## src/hw/riscv_defs.svh

```systemverilog
`ifndef RISCV_DEFS_SVH
`define RISCV_DEFS_SVH

// datapath widths of the integer core.
`define RV_WORD_WIDTH 32
`define RV_ADDR_WIDTH 5

// width of the ALU operation code carried to execute.
`define RV_ALU_OP_WIDTH 4

// the input queue holds one slot per fetch credit.
`define ID_IN_DEPTH 4

// number of packets the execute side can buffer.
`define ID_OUT_CREDITS 2

`endif

```

## src/hw/riscv_pkg.sv

```systemverilog
`include "riscv_defs.svh"

package riscv_pkg;

	typedef logic [`RV_WORD_WIDTH-1:0] rv_word_t;
	typedef logic [`RV_ADDR_WIDTH-1:0] rv_reg_addr_t;

	// major opcodes of RV32I, bits 6:0 of the instruction.
	typedef enum logic [6:0] {
		OPC_OP     = 7'b0110011,
		OPC_OP_IMM = 7'b0010011,
		OPC_LOAD   = 7'b0000011,
		OPC_STORE  = 7'b0100011,
		OPC_BRANCH = 7'b1100011,
		OPC_JAL    = 7'b1101111,
		OPC_JALR   = 7'b1100111,
		OPC_LUI    = 7'b0110111,
		OPC_AUIPC  = 7'b0010111
	} rv_opcode_e;

	typedef enum logic [`RV_ALU_OP_WIDTH-1:0] {
		ALU_ADD,
		ALU_SUB,
		ALU_SLL,
		ALU_SLT,
		ALU_SLTU,
		ALU_XOR,
		ALU_SRL,
		ALU_SRA,
		ALU_OR,
		ALU_AND,
		ALU_PASS_B
	} rv_alu_op_e;

	typedef struct packed {
		rv_word_t instruction;
		rv_word_t pc_plus4;
		logic     no_op;
	} fetch_pkt_t;

	typedef struct packed {
		rv_reg_addr_t waddr;
		rv_word_t     wdata;
		logic         wen;
	} wb_pkt_t;

	// load_type is 0 for none, then LB, LH, LW, LBU, LHU.
	// store_type is 0 for none, then SB, SH, SW.
	typedef struct packed {
		rv_alu_op_e   alu_op;
		logic [2:0]   load_type;
		logic [1:0]   store_type;
		logic         write_en;
		logic         stype;
		logic         utype;
		logic         jtype;
		logic         imm_alu;
		logic         auipc_alu;
		logic         branch_alu;
		logic         zeroflag;
		logic         branch_pc;
		logic         mdu_op;
		rv_reg_addr_t rd;
	} ctrl_t;

	typedef struct packed {
		ctrl_t    ctrl;
		rv_word_t rdata1;
		rv_word_t rdata2;
		rv_word_t imm;
		rv_word_t pc_plus4;
	} op_pkt_t;

endpackage

```

## src/hw/control_unit.sv

```systemverilog
`timescale 1ns/100ps

module control_unit (
	input  riscv_pkg::rv_word_t instruction_i,
	output riscv_pkg::ctrl_t    ctrl_o
);

	riscv_pkg::rv_opcode_e opcode;
	logic [2:0]            funct3;
	logic [6:0]            funct7;

	assign opcode = riscv_pkg::rv_opcode_e'(instruction_i[6:0]);
	assign funct3 = instruction_i[14:12];
	assign funct7 = instruction_i[31:25];

	// funct3 selects the arithmetic operation. alt picks SUB over ADD and SRA over SRL.
	function automatic riscv_pkg::rv_alu_op_e alu_from_funct3(
		input logic [2:0] f3,
		input logic       alt
	);
		riscv_pkg::rv_alu_op_e op;
		case (f3)
			3'b000: op = alt ? riscv_pkg::ALU_SUB : riscv_pkg::ALU_ADD;
			3'b001: op = riscv_pkg::ALU_SLL;
			3'b010: op = riscv_pkg::ALU_SLT;
			3'b011: op = riscv_pkg::ALU_SLTU;
			3'b100: op = riscv_pkg::ALU_XOR;
			3'b101: op = alt ? riscv_pkg::ALU_SRA : riscv_pkg::ALU_SRL;
			3'b110: op = riscv_pkg::ALU_OR;
			default: op = riscv_pkg::ALU_AND;
		endcase
		return op;
	endfunction

	function automatic logic [2:0] load_code(input logic [2:0] f3);
		logic [2:0] code;
		case (f3)
			3'b000: code = 3'd1;
			3'b001: code = 3'd2;
			3'b010: code = 3'd3;
			3'b100: code = 3'd4;
			3'b101: code = 3'd5;
			default: code = 3'd0;
		endcase
		return code;
	endfunction

	function automatic logic [1:0] store_code(input logic [2:0] f3);
		logic [1:0] code;
		case (f3)
			3'b000: code = 2'd1;
			3'b001: code = 2'd2;
			3'b010: code = 2'd3;
			default: code = 2'd0;
		endcase
		return code;
	endfunction

	always_comb begin
		ctrl_o    = '0;
		ctrl_o.rd = instruction_i[11:7];
		case (opcode)
			riscv_pkg::OPC_OP: begin
				ctrl_o.alu_op   = alu_from_funct3(funct3, funct7[5]);
				ctrl_o.write_en = 1'b1;
				// the multiply/divide unit reuses funct3 through alu_op.
				ctrl_o.mdu_op   = (funct7 == 7'b0000001);
			end
			riscv_pkg::OPC_OP_IMM: begin
				// bit 30 is immediate data except for the shifts.
				ctrl_o.alu_op   = alu_from_funct3(funct3, (funct3 == 3'b101) && funct7[5]);
				ctrl_o.write_en = 1'b1;
				ctrl_o.imm_alu  = 1'b1;
			end
			riscv_pkg::OPC_LOAD: begin
				ctrl_o.alu_op    = riscv_pkg::ALU_ADD;
				ctrl_o.load_type = load_code(funct3);
				ctrl_o.write_en  = 1'b1;
				ctrl_o.imm_alu   = 1'b1;
			end
			riscv_pkg::OPC_STORE: begin
				ctrl_o.alu_op     = riscv_pkg::ALU_ADD;
				ctrl_o.store_type = store_code(funct3);
				ctrl_o.stype      = 1'b1;
				ctrl_o.imm_alu    = 1'b1;
			end
			riscv_pkg::OPC_BRANCH: begin
				if (!funct3[2]) begin
					ctrl_o.alu_op = riscv_pkg::ALU_SUB;
				end else if (funct3[1]) begin
					ctrl_o.alu_op = riscv_pkg::ALU_SLTU;
				end else begin
					ctrl_o.alu_op = riscv_pkg::ALU_SLT;
				end
				ctrl_o.branch_alu = 1'b1;
				// BEQ, BGE and BGEU are taken when the compare result is zero.
				ctrl_o.zeroflag   = funct3[2] ~^ funct3[0];
				ctrl_o.branch_pc  = 1'b1;
			end
			riscv_pkg::OPC_JAL: begin
				ctrl_o.alu_op    = riscv_pkg::ALU_ADD;
				ctrl_o.write_en  = 1'b1;
				ctrl_o.jtype     = 1'b1;
				ctrl_o.branch_pc = 1'b1;
			end
			riscv_pkg::OPC_JALR: begin
				ctrl_o.alu_op    = riscv_pkg::ALU_ADD;
				ctrl_o.write_en  = 1'b1;
				ctrl_o.jtype     = 1'b1;
				ctrl_o.imm_alu   = 1'b1;
				ctrl_o.branch_pc = 1'b1;
			end
			riscv_pkg::OPC_LUI: begin
				ctrl_o.alu_op   = riscv_pkg::ALU_PASS_B;
				ctrl_o.write_en = 1'b1;
				ctrl_o.utype    = 1'b1;
				ctrl_o.imm_alu  = 1'b1;
			end
			riscv_pkg::OPC_AUIPC: begin
				ctrl_o.alu_op    = riscv_pkg::ALU_ADD;
				ctrl_o.write_en  = 1'b1;
				ctrl_o.utype     = 1'b1;
				ctrl_o.imm_alu   = 1'b1;
				ctrl_o.auipc_alu = 1'b1;
			end
			default: begin
				// unknown opcodes travel on as a bubble.
				ctrl_o.write_en = 1'b0;
			end
		endcase
	end

endmodule

```

## src/hw/decode_top.sv

```systemverilog
`timescale 1ns/100ps

module decode_top (
	input  logic                  clk,
	input  logic                  arst_n_i,
	input  logic                  fetch_valid_i,
	input  riscv_pkg::fetch_pkt_t fetch_pkt_i,
	output logic                  fetch_credit_o,
	input  riscv_pkg::wb_pkt_t    wb_i,
	output logic                  op_valid_o,
	output riscv_pkg::op_pkt_t    op_o,
	input  logic                  ex_credit_i
);

	id_stage u_id (
		.clk            (clk),
		.arst_n_i       (arst_n_i),
		.fetch_valid_i  (fetch_valid_i),
		.fetch_pkt_i    (fetch_pkt_i),
		.fetch_credit_o (fetch_credit_o),
		.wb_i           (wb_i),
		.op_valid_o     (op_valid_o),
		.op_o           (op_o),
		.ex_credit_i    (ex_credit_i)
	);

endmodule

```

## src/hw/id_stage.sv

```systemverilog
`timescale 1ns/100ps
`include "riscv_defs.svh"

module id_stage (
	input  logic                  clk,
	input  logic                  arst_n_i,
	input  logic                  fetch_valid_i,
	input  riscv_pkg::fetch_pkt_t fetch_pkt_i,
	output logic                  fetch_credit_o,
	input  riscv_pkg::wb_pkt_t    wb_i,
	output logic                  op_valid_o,
	output riscv_pkg::op_pkt_t    op_o,
	input  logic                  ex_credit_i
);

	localparam int DEPTH  = `ID_IN_DEPTH;
	localparam int PTR_W  = $clog2(DEPTH);
	localparam int CNT_W  = $clog2(DEPTH + 1);
	localparam int CRED_W = $clog2(`ID_OUT_CREDITS + 1);

	riscv_pkg::fetch_pkt_t q_mem [DEPTH];
	logic [PTR_W-1:0]      wr_ptr;
	logic [PTR_W-1:0]      rd_ptr;
	logic [CNT_W-1:0]      q_count;
	logic [CRED_W-1:0]     out_credits;
	logic                  pop;
	logic                  issued_q;
	riscv_pkg::fetch_pkt_t head;
	riscv_pkg::rv_word_t   rdata1;
	riscv_pkg::rv_word_t   rdata2;
	riscv_pkg::rv_word_t   imm;
	riscv_pkg::ctrl_t      dec_ctrl;
	riscv_pkg::ctrl_t      issue_ctrl;
	riscv_pkg::op_pkt_t    op_q;

	function automatic logic [PTR_W-1:0] next_ptr(input logic [PTR_W-1:0] ptr);
		return (ptr == PTR_W'(DEPTH - 1)) ? '0 : ptr + 1'b1;
	endfunction

	assign head = q_mem[rd_ptr];
	assign pop  = (q_count != '0) && (out_credits != '0);

	reg_bank u_regs (
		.clk      (clk),
		.arst_n_i (arst_n_i),
		.raddr1_i (head.instruction[19:15]),
		.raddr2_i (head.instruction[24:20]),
		.wb_i     (wb_i),
		.rdata1_o (rdata1),
		.rdata2_o (rdata2)
	);

	control_unit u_ctrl (
		.instruction_i (head.instruction),
		.ctrl_o        (dec_ctrl)
	);

	imm_gen u_imm (
		.instruction_i (head.instruction),
		.imm_o         (imm)
	);

	// a no-op entry leaves no architectural trace.
	always_comb begin
		issue_ctrl = dec_ctrl;
		if (head.no_op) begin
			issue_ctrl.write_en  = 1'b0;
			issue_ctrl.stype     = 1'b0;
			issue_ctrl.branch_pc = 1'b0;
		end
	end

	always_ff @(posedge clk) begin
		if (fetch_valid_i) begin
			q_mem[wr_ptr] <= fetch_pkt_i;
		end
	end

	always_ff @(posedge clk or negedge arst_n_i) begin
		if (!arst_n_i) begin
			wr_ptr      <= '0;
			rd_ptr      <= '0;
			q_count     <= '0;
			out_credits <= CRED_W'(`ID_OUT_CREDITS);
			issued_q    <= 1'b0;
		end else begin
			if (fetch_valid_i) begin
				wr_ptr <= next_ptr(wr_ptr);
			end
			if (pop) begin
				rd_ptr <= next_ptr(rd_ptr);
			end
			q_count     <= q_count + CNT_W'(fetch_valid_i) - CNT_W'(pop);
			out_credits <= out_credits - CRED_W'(pop) + CRED_W'(ex_credit_i);
			issued_q    <= pop;
		end
	end

	// operands are sampled here, so a writeback on this edge is already forwarded.
	always_ff @(posedge clk) begin
		if (pop) begin
			op_q <= '{
				ctrl:     issue_ctrl,
				rdata1:   rdata1,
				rdata2:   rdata2,
				imm:      imm,
				pc_plus4: head.pc_plus4
			};
		end
	end

	// the freed queue slot goes back to fetch together with the issued packet.
	assign fetch_credit_o = issued_q;
	assign op_valid_o     = issued_q;
	assign op_o           = op_q;

	assert property (@(posedge clk) disable iff (!arst_n_i)
		fetch_valid_i |-> (q_count < CNT_W'(DEPTH)))
		else $error("id_stage: fetch pushed into a full input queue.");

	assert property (@(posedge clk) disable iff (!arst_n_i)
		out_credits <= CRED_W'(`ID_OUT_CREDITS))
		else $error("id_stage: execute credit count above its limit.");

endmodule

```

## src/hw/imm_gen.sv

```systemverilog
`timescale 1ns/100ps

module imm_gen (
	input  riscv_pkg::rv_word_t instruction_i,
	output riscv_pkg::rv_word_t imm_o
);

	riscv_pkg::rv_opcode_e opcode;
	logic                  sign;

	assign opcode = riscv_pkg::rv_opcode_e'(instruction_i[6:0]);
	assign sign   = instruction_i[31];

	always_comb begin
		case (opcode)
			riscv_pkg::OPC_OP_IMM,
			riscv_pkg::OPC_LOAD,
			riscv_pkg::OPC_JALR: begin
				imm_o = {{20{sign}}, instruction_i[31:20]};
			end
			riscv_pkg::OPC_STORE: begin
				imm_o = {{20{sign}}, instruction_i[31:25], instruction_i[11:7]};
			end
			riscv_pkg::OPC_BRANCH: begin
				imm_o = {{19{sign}}, sign, instruction_i[7], instruction_i[30:25],
					instruction_i[11:8], 1'b0};
			end
			riscv_pkg::OPC_LUI,
			riscv_pkg::OPC_AUIPC: begin
				imm_o = {instruction_i[31:12], 12'b0};
			end
			riscv_pkg::OPC_JAL: begin
				imm_o = {{11{sign}}, sign, instruction_i[19:12], instruction_i[20],
					instruction_i[30:21], 1'b0};
			end
			default: begin
				// register-register operations carry no immediate.
				imm_o = '0;
			end
		endcase
	end

endmodule

```

## src/hw/reg_bank.sv

```systemverilog
`timescale 1ns/100ps
`include "riscv_defs.svh"

module reg_bank (
	input  logic                   clk,
	input  logic                   arst_n_i,
	input  riscv_pkg::rv_reg_addr_t raddr1_i,
	input  riscv_pkg::rv_reg_addr_t raddr2_i,
	input  riscv_pkg::wb_pkt_t      wb_i,
	output riscv_pkg::rv_word_t     rdata1_o,
	output riscv_pkg::rv_word_t     rdata2_o
);

	localparam int NUM_REGS = 1 << `RV_ADDR_WIDTH;

	// x0 is never written, so its entry keeps the value it was reset to.
	riscv_pkg::rv_word_t regs [NUM_REGS];
	logic                wr_hit;

	assign wr_hit = wb_i.wen && (wb_i.waddr != '0);

	function automatic riscv_pkg::rv_word_t read_port(input riscv_pkg::rv_reg_addr_t raddr);
		riscv_pkg::rv_word_t data;
		if (wr_hit && (wb_i.waddr == raddr)) begin
			// a write landing on the next edge is seen by the reader now.
			data = wb_i.wdata;
		end else begin
			data = regs[raddr];
		end
		return data;
	endfunction

	always_comb begin
		rdata1_o = read_port(raddr1_i);
		rdata2_o = read_port(raddr2_i);
	end

	always_ff @(posedge clk or negedge arst_n_i) begin
		if (!arst_n_i) begin
			for (int i = 0; i < NUM_REGS; i++) begin
				regs[i] <= '0;
			end
		end else if (wr_hit) begin
			regs[wb_i.waddr] <= wb_i.wdata;
		end
	end

	assert property (@(posedge clk) disable iff (!arst_n_i)
		((raddr1_i != '0) || (rdata1_o == '0)) && ((raddr2_i != '0) || (rdata2_o == '0)))
		else $error("reg_bank: x0 read back nonzero.");

endmodule

```

## config.mk

```make
export PLATFORM = sky130hd
export DESIGN_NAME = decode_top
export DESIGN_NICKNAME = d
export VERILOG_FILES = /design/src/hw/riscv_pkg.sv /design/src/hw/control_unit.sv /design/src/hw/decode_top.sv /design/src/hw/id_stage.sv /design/src/hw/imm_gen.sv /design/src/hw/reg_bank.sv
export VERILOG_INCLUDE_DIRS = /design/src /design/src/hw
export SDC_FILE = /design/constraint.sdc
export NUM_CORES = 2
export LEC_CHECK = 0
export ABC_AREA = 1
export BUFFER_PORTS_ARGS = -buffer_cell sky130_fd_sc_hd__clkbuf_2
export CAP_MARGIN = 10
export CELL_PAD_IN_SITES_DETAIL_PLACEMENT = 1
export CELL_PAD_IN_SITES_GLOBAL_PLACEMENT = 1
export CORE_MARGIN = 2
export CORE_UTILIZATION = 47
export CTS_CLUSTER_SIZE = 16
export DETAILED_ROUTE_END_ITERATION = 12
export HOLD_SLACK_MARGIN = 0.06
export PLACE_DENSITY_LB_ADDON = 0.1
export SETUP_SLACK_MARGIN = 0.1
export SLEW_MARGIN = 40
export SYNTH_ARGS = -nofsm -noshare
export SYNTH_HDL_FRONTEND = slang
export SYNTH_SLANG_ARGS = --single-unit
```

## constraint.sdc

```tcl
create_clock -name clk -period 7.11 [get_ports clk]
set_clock_uncertainty 0.2 [all_clocks]
set_input_delay 0 -clock clk [delete_from_list [all_inputs] [get_ports clk]]
set_output_delay 0 -clock clk [all_outputs]
set_load 0.02 [all_outputs]
```

* After elaboration in Yosys (flattened, before gate mapping)
Memories as Yosys holds them, arrays and structs flattened. Index checks and enable logic that the tools add are counted.
Cells by class: $add $sub $neg 6, order comparisons 4, eq/ne operators 20, multiplexer cells 35, bitwise operators 4, reductions and logical operators 16
Operators by type and width (count):
- bitwise mux 1024 bit | 1
- binary-select mux 32 bit (select 5 bit) | 2
- 2-to-1 mux 32 bit | 7
- demux 32 bit (select 5 bit) | 1
- case mux 32 bit (5 select lines) | 1
- case mux 4 bit (7 select lines) | 2
- == test 7 x 6 -> 1 bit, second input constant | 3
- == test 7 bit, second input constant | 3
- >= comparator 6 bit, second input constant | 3
- inverter 5 -> 6 bit | 3
- case mux 4 bit (4 select lines) | 1
- case mux 3 bit (5 select lines) | 1
- == test 7 x 5 -> 1 bit, second input constant | 2
- 2-to-1 mux 1 bit | 13
- == test 5 bit | 2
- == test 3 bit, second input constant | 3
- == test 7 x 1 -> 1 bit, second input constant | 1
- == test 7 x 2 -> 1 bit, second input constant | 1
- OR reduction 7 bit | 1
- == test 3 x 2 -> 1 bit, second input constant | 2
- logical AND 1 bit | 6
- less-than comparator 6 x 1 -> 1 bit, second input constant | 1
- 2-to-1 mux 2 bit | 3
- case mux 2 bit (3 select lines) | 1
- other kinds (17) | 21
Word-level totals: bits in registers 1186, bits in writable memories 260, bits of input ports 107, memories 1
Memories:
- u_id.q_mem | depth 4, bits a word 65, rd ports 1, clocked after Yosys merged registers in 0, write ports 1, RTL line id_stage.sv:21 | riscv_pkg::fetch_pkt_t q_mem [DEPTH];

* Logic depth before layout (Yosys ltp)
depth in word-level cells 6, depth in mapped cells 15

* Cells and area by module
A second synthesis with hierarchy kept.
Unflattened totals: cell total of the unflattened synthesis 9433, area, all modules 73158.9 sq um
Modules (own cells, without submodules):
- reg_bank | instances 1, cells an instance 8335, area an instance 56688.1 sq um, sequential area each 25624.6 sq um
- id_stage | instances 1, cells an instance 848, area an instance 15265.9 sq um, sequential area each 12623.4 sq um
- imm_gen | instances 1, cells an instance 163, area an instance 759.5 sq um, sequential area each 0.0 sq um
- control_unit | instances 1, cells an instance 87, area an instance 445.4 sq um, sequential area each 0.0 sq um

* Worst setup path before layout
No wires, ideal clock.
path kind register to register, start point reg u_id.out_credits[1], end point reg u_id.q_count[2], setup time 0.129 ns, data arrival time 5.019 ns, data required time 6.781 ns, slack 1.763 ns, stages on the path, launching flop included 9, path buffers 0, period minus slack after synthesis 5.347 ns, cell sequence dfstp_2 > o32ai_1 > inv_1 > ha_1 > inv_1 > ha_1 > fa_1 > xnor2_1 > xor2_1
Between the ends: longest elaborated chain between the ends 3
RTL lines:
- start: declaration | RTL line id_stage.sv:25 | logic [CRED_W-1:0] out_credits;
- start signal: assignment | RTL line id_stage.sv:84 | out_credits <= CRED_W'(`ID_OUT_CREDITS);
- start signal: assignment | RTL line id_stage.sv:94 | out_credits <= out_credits - CRED_W'(pop) + CRED_W'(ex_credit_i);
- nonzero test 2 bit | RTL line id_stage.sv:41 | assign pop = (q_count != '0) && (out_credits != '0);
- logical AND 1 bit | RTL line id_stage.sv:41
- net u_id.pop | RTL line id_stage.sv:26 | logic pop;
- subtractor 3 x 1 -> 3 bit | RTL line id_stage.sv:93 | q_count <= q_count + CNT_W'(fetch_valid_i) - CNT_W'(pop);
- end signal: assignment | RTL line id_stage.sv:93
- end: declaration | RTL line id_stage.sv:24 | logic [CNT_W-1:0] q_count;
The timed path passes the listed nets, and every way through them passes these cells. A chain may end at the register's enable or synchronous reset.

* Worst setup path after layout
start point reg u_id.rd_ptr[0], end point reg u_id.op_q, in the netlist u_id.op_o[71], data pin
Between the ends: longest elaborated chain between the ends 6, elaborated cells between the ends (all ways) 8
RTL lines:
- start: declaration | RTL line id_stage.sv:23 | logic [PTR_W-1:0] rd_ptr;
- start signal: assignment | RTL line id_stage.sv:91 | rd_ptr <= next_ptr(rd_ptr);
- memory read (4 x 65 bit) (*)
- inverter 5 -> 6 bit (not written as such) | RTL line reg_bank.sv:28 | data = regs[raddr];
- binary-select mux 32 bit (select 5 bit) | RTL line reg_bank.sv:28
- 2-to-1 mux 32 bit (not written as such) (2 in series) | RTL line reg_bank.sv:28
- 2-to-1 mux 32 bit (*) | RTL line reg_bank.sv:24 | if (wr_hit && (wb_i.waddr == raddr)) begin
- net u_id.rdata2[7] | RTL line id_stage.sv:30 | riscv_pkg::rv_word_t rdata2;
- end signal: assignment | RTL line id_stage.sv:102 | op_q <= '{
- end: declaration | RTL line id_stage.sv:34 | riscv_pkg::op_pkt_t op_q;
Mark *: on every way through the listed nets, which the timed path passes. The rest lies on a longest branch. The select of a mux whose other input is x is not followed.

==> results.txt <==
The worst hold path terminates at u_id.u_regs.regs[392]$_DFFE_PN0P_. The count of TritonRoute iterations in the first routing pass came out at 6. The buffer cell driving the clock tree root is clkbuf_16. The global-route total usage across every layer is 0.405. The ratio of cells with drive above 1 in the final layout came out at 0.0743. The number of antenna violations at the first check in global routing came out at 23.

The remaining max-slew budget at the tightest pin is 0.352. The number of core rows came out at between 100 and 150. The flow ran to the end, and the final reports show no timing, DRC or antenna violations. The count of nets left with antenna violations after detail routing came out at 0.

The internal power of the cells is roughly 22 mW. The initial detailed-routing violation count came out at 9,594. Setup repair after global routing left no endpoint under its margin. The total via count in the routed design came out at around 78k. In this run the cell area of the synthesized design comes to 0.0772 sq mm. The number of clock buffers added by TritonCTS is about 170. The share of total power dissipated in combinational logic is 0.548. The setup path with the least slack is of type register to register. The clock share of power came out at 0.190. In this run the critical register-to-register path is captured at u_id.op_o[71]$_DFFE_PP_.

In this run the vertical extent of the chip is 409 microns. The number of standard cells in the final layout excluding fillers came out at 12.4k. Each instance of the synthesized netlist takes up on average 7.59 sq um.

Compared with the post-synthesis result, the final layout area differs by 13.0%. The leakage power of the design is roughly 41 nW. The launch instance of the worst min-delay path is wb_i[9].

The register-to-register setup slack is 1800 ps. The cell area reported after detailed placement is 0.0792 sq mm. The share of the clock period used by the worst path came out at 0.747. The total die area is 0.167 sq mm.

The via count of the first global-routing pass came out at 80.0k. Timing would allow up to 0.188 GHz. Entering global routing, the biggest net connects 164 pins.

The TritonCTS clock tree is done. The clock transition time at the flip-flop clock pins of the worst setup and hold paths came out at approximately 60 ps. The max-slew violation count is 0. STA puts the critical path data required time at 7600 ps. The minimum clock period after layout came out at 5310 ps.

The final number of hold-violating endpoints was 0. For the pin with the worst max-slew slack, the measured transition is ~1000 ps. The fraction of the yosys area taken by sequential cells is 0.496.

The switching component of the power is between 20 and 25 mW. The synthesized flop and latch total is 1,446. The level count of the clock H-tree is 4.

The worst voltage drop across the vdd grid is 0.539 mV. The total wirelength of the detailed-routed design came out at 344,000 microns. Power spread over the standard cell area amounts to around 530 mW/mm^2. For this run the aggregate overflow at the end of global routing stands at 0. The number of cells traversed by the worst register-to-register path is 14. During synthesis, Yosys emitted a total of 0 warnings.

The design area is 0.0872 sq mm. The portion of total power attributed to sequential cells came out at 0.262. The count of buffers added on input and output ports is 260. The post-route DRC violation count is 0. The sort of element at the start of the critical path is a register. For this configuration, the core starts out at a cell density of 0.474. The floorplan step defined a core boundary enclosing 0.163 sq mm.

The clock sink total is between 1k and 1.5k. The startpoint identified for the worst register-to-register timing path is u_id.rd_ptr[0]$_DFFE_PN0P_. The top fanout value on the critical path is between 80 and 90. Counting instances, the worst hold path has a depth of 4. The end-of-flow core utilization came out at 0.535.

The ratio of routed vias to standard cells came out at 6.30. After the last flow step, the layout net total stands at 10.2k. When the netlist entered floorplanning its net count stood at just over 10k. The worst setup path is captured at a register. The x dimension of the die came out at 409 microns.

The cell total after placement is around 12k. The accumulated negative setup slack is 0 ps. The leading cell type in the layout, fill and taps excluded is nand3_1. Of the total power, the share spent switching nets is 0.512. The setup violation total in the final timing report came out at 0. The wire length of the first global-routing pass is ~510,000 microns. The top cell types in the final layout, fill and taps aside, are 2,957 x nand3_1, 2,303 x nand2_1, 1,120 x o21ai_0, 1,053 x inv_1, 1,031 x dfrtp_1.

The post-synthesis cell count is 10.2k. The class of the tightest hold or removal check is input port to register. The clock latency reported for the late side of the worst-skew pair came out at 860 ps.

Data arrives at the worst endpoint at 5800 ps. The clock passes through at most 3 buffers. The number of violations of the max-capacitance limit is 0.

The distinct cell type count of the synthesized netlist came out at between 40 and 50. The routability-driven placement congestion ratio came out at around 0.86. The number of top-level pins came out at between 200 and 300. The routed length per placed instance came out at 27.8 microns. The detailed placement HPWL is ~180,000 microns.
-- cells by family (layout without fill, tap and decap cells) --
kind of cell,after synthesis,after routing,share of synthesized area
AO/OA/AOI/OAI,1229,1229,0.0813
XOR/XNOR,8,8,0.000908
adder cells (fa/ha/maj),10,10,0.00172
buffers and inverters,2010,2034,0.104
flip-flops,1446,1446,0.496
other,0,5,0
AND/OR/NAND/NOR,5466,5466,0.317
-- cells in the mapped netlist (all sizes together) --
cell	instances	area, sq um
a21oi	12	71.3
a31oi	1	6.26
a32oi	4	35.0
buf	391	1950
clkbuf	530	1990
clkinv	1	3.75
dfrtp	1033	25800
dfstp	1	26.3
edfxtp	412	12400
fa	1	20.0
ha	9	113
inv	1088	4090
nand2	2345	8820
nand3	2962	14800
nand4	34	219
nor2	106	415
nor3	13	86.3
nor4	2	18.8
o2111ai	1	8.76
o211ai	8	60.1
o21a	1	7.51
o21ai	1155	5780
o221ai	1	8.76
o22ai	45	282
o32ai	1	8.76
or2	4	25.0
xnor2	3	26.3
xor2	5	43.8
-- power groups by stage --
stage / clock (mW) / sequential, mW / combinational [mW]
after global routing: 9.09 / 12.2 / 26.8
after floorplan: 0 / 12.2 / 15.1
final: 8.73 / 12.0 / 25.2
after detailed placement: 0 / 12.1 / 23.9
after CTS: 8.74 / 12.0 / 24.2
after global placement: 0 / 12.1 / 23.2
-- worst max path at each step --
stage | startpoint | endpoint | slack (ps) | cells after the start
after floorplan | u_id.out_credits[1]$_DFF_PN1_ | u_id.q_count[2]$_DFF_PN0_ | 1760 | 8
after global placement | u_id.rd_ptr[0]$_DFFE_PN0P_ | u_id.op_o[68]$_DFFE_PP_ | 1880 | 12
after detailed placement | u_id.rd_ptr[0]$_DFFE_PN0P_ | u_id.op_o[108]$_DFFE_PP_ | 1770 | 12
after CTS | u_id.rd_ptr[0]$_DFFE_PN0P_ | u_id.op_o[108]$_DFFE_PP_ | 1700 | 12
after global routing | u_id.rd_ptr[0]$_DFFE_PN0P_ | u_id.op_o[71]$_DFFE_PP_ | 1720 | 14
final | u_id.rd_ptr[0]$_DFFE_PN0P_ | u_id.op_o[71]$_DFFE_PP_ | 1800 | 14
-- registers in the layout, summed over array words and instances (netlist names) --
register             count
u_id.fetch_credit_o      1
u_id.op_o              152
u_id.out_credits         2
u_id.q_count             3
u_id.q_mem             260
u_id.rd_ptr              2
u_id.u_regs.regs      1024
u_id.wr_ptr              2
-- worst max-delay path, stage by stage, from the launching register on --
cell,delay [ps]
dfrtp_4,630
buf_12,260
clkinv_2,220
buf_4,480
nand2_1,190
nand3_1,180
nand2_4,400
inv_8,790
buf_4,640
nand3_1,140
nand3_1,130
nand3_1,130
nand3_1,130
nand3_1,220
nand2_1,190
-- layout make-up --
type / instances / area [sq um]
antenna: 5 / 12.5
clock buffer: 243 / 4700
clock inverter: 59 / 669
fill: 19809 / 75800
inverter: 1089 / 4130
multi-input combinational: 6713 / 31300
sequential: 1446 / 38300
tap: 2175 / 2720
timing repair buffer: 643 / 5390
-- layer usage --
metal,track usage,part of all wire,vias up
met5,0,0.00053,-
met4,0.203,0.050,20
met3,0.0940,0.10,1044
met2,0.629,0.45,4347
met1,0.530,0.40,39166
li1,-,-,33323
-- stage by stage --
step	hold slack [ps]	worst slack, ps	power, mW
floorplan	-496	1760	27.3
CTS	61.7	1700	44.9
global placement	-51.8	1880	35.2
global route	105	1720	48.1
detailed placement	-265	1770	36.0
finish	43.4	1800	46.0
-- what timing repair did --
item | 4_1_cts | 5_1_grt
endpoints found under the hold margin | 2313 | 0
hold buffers | 233 | 0
buffers inserted | 0 | 0
resized for setup | 0 | 0
(Power assumes the default switching activity.)
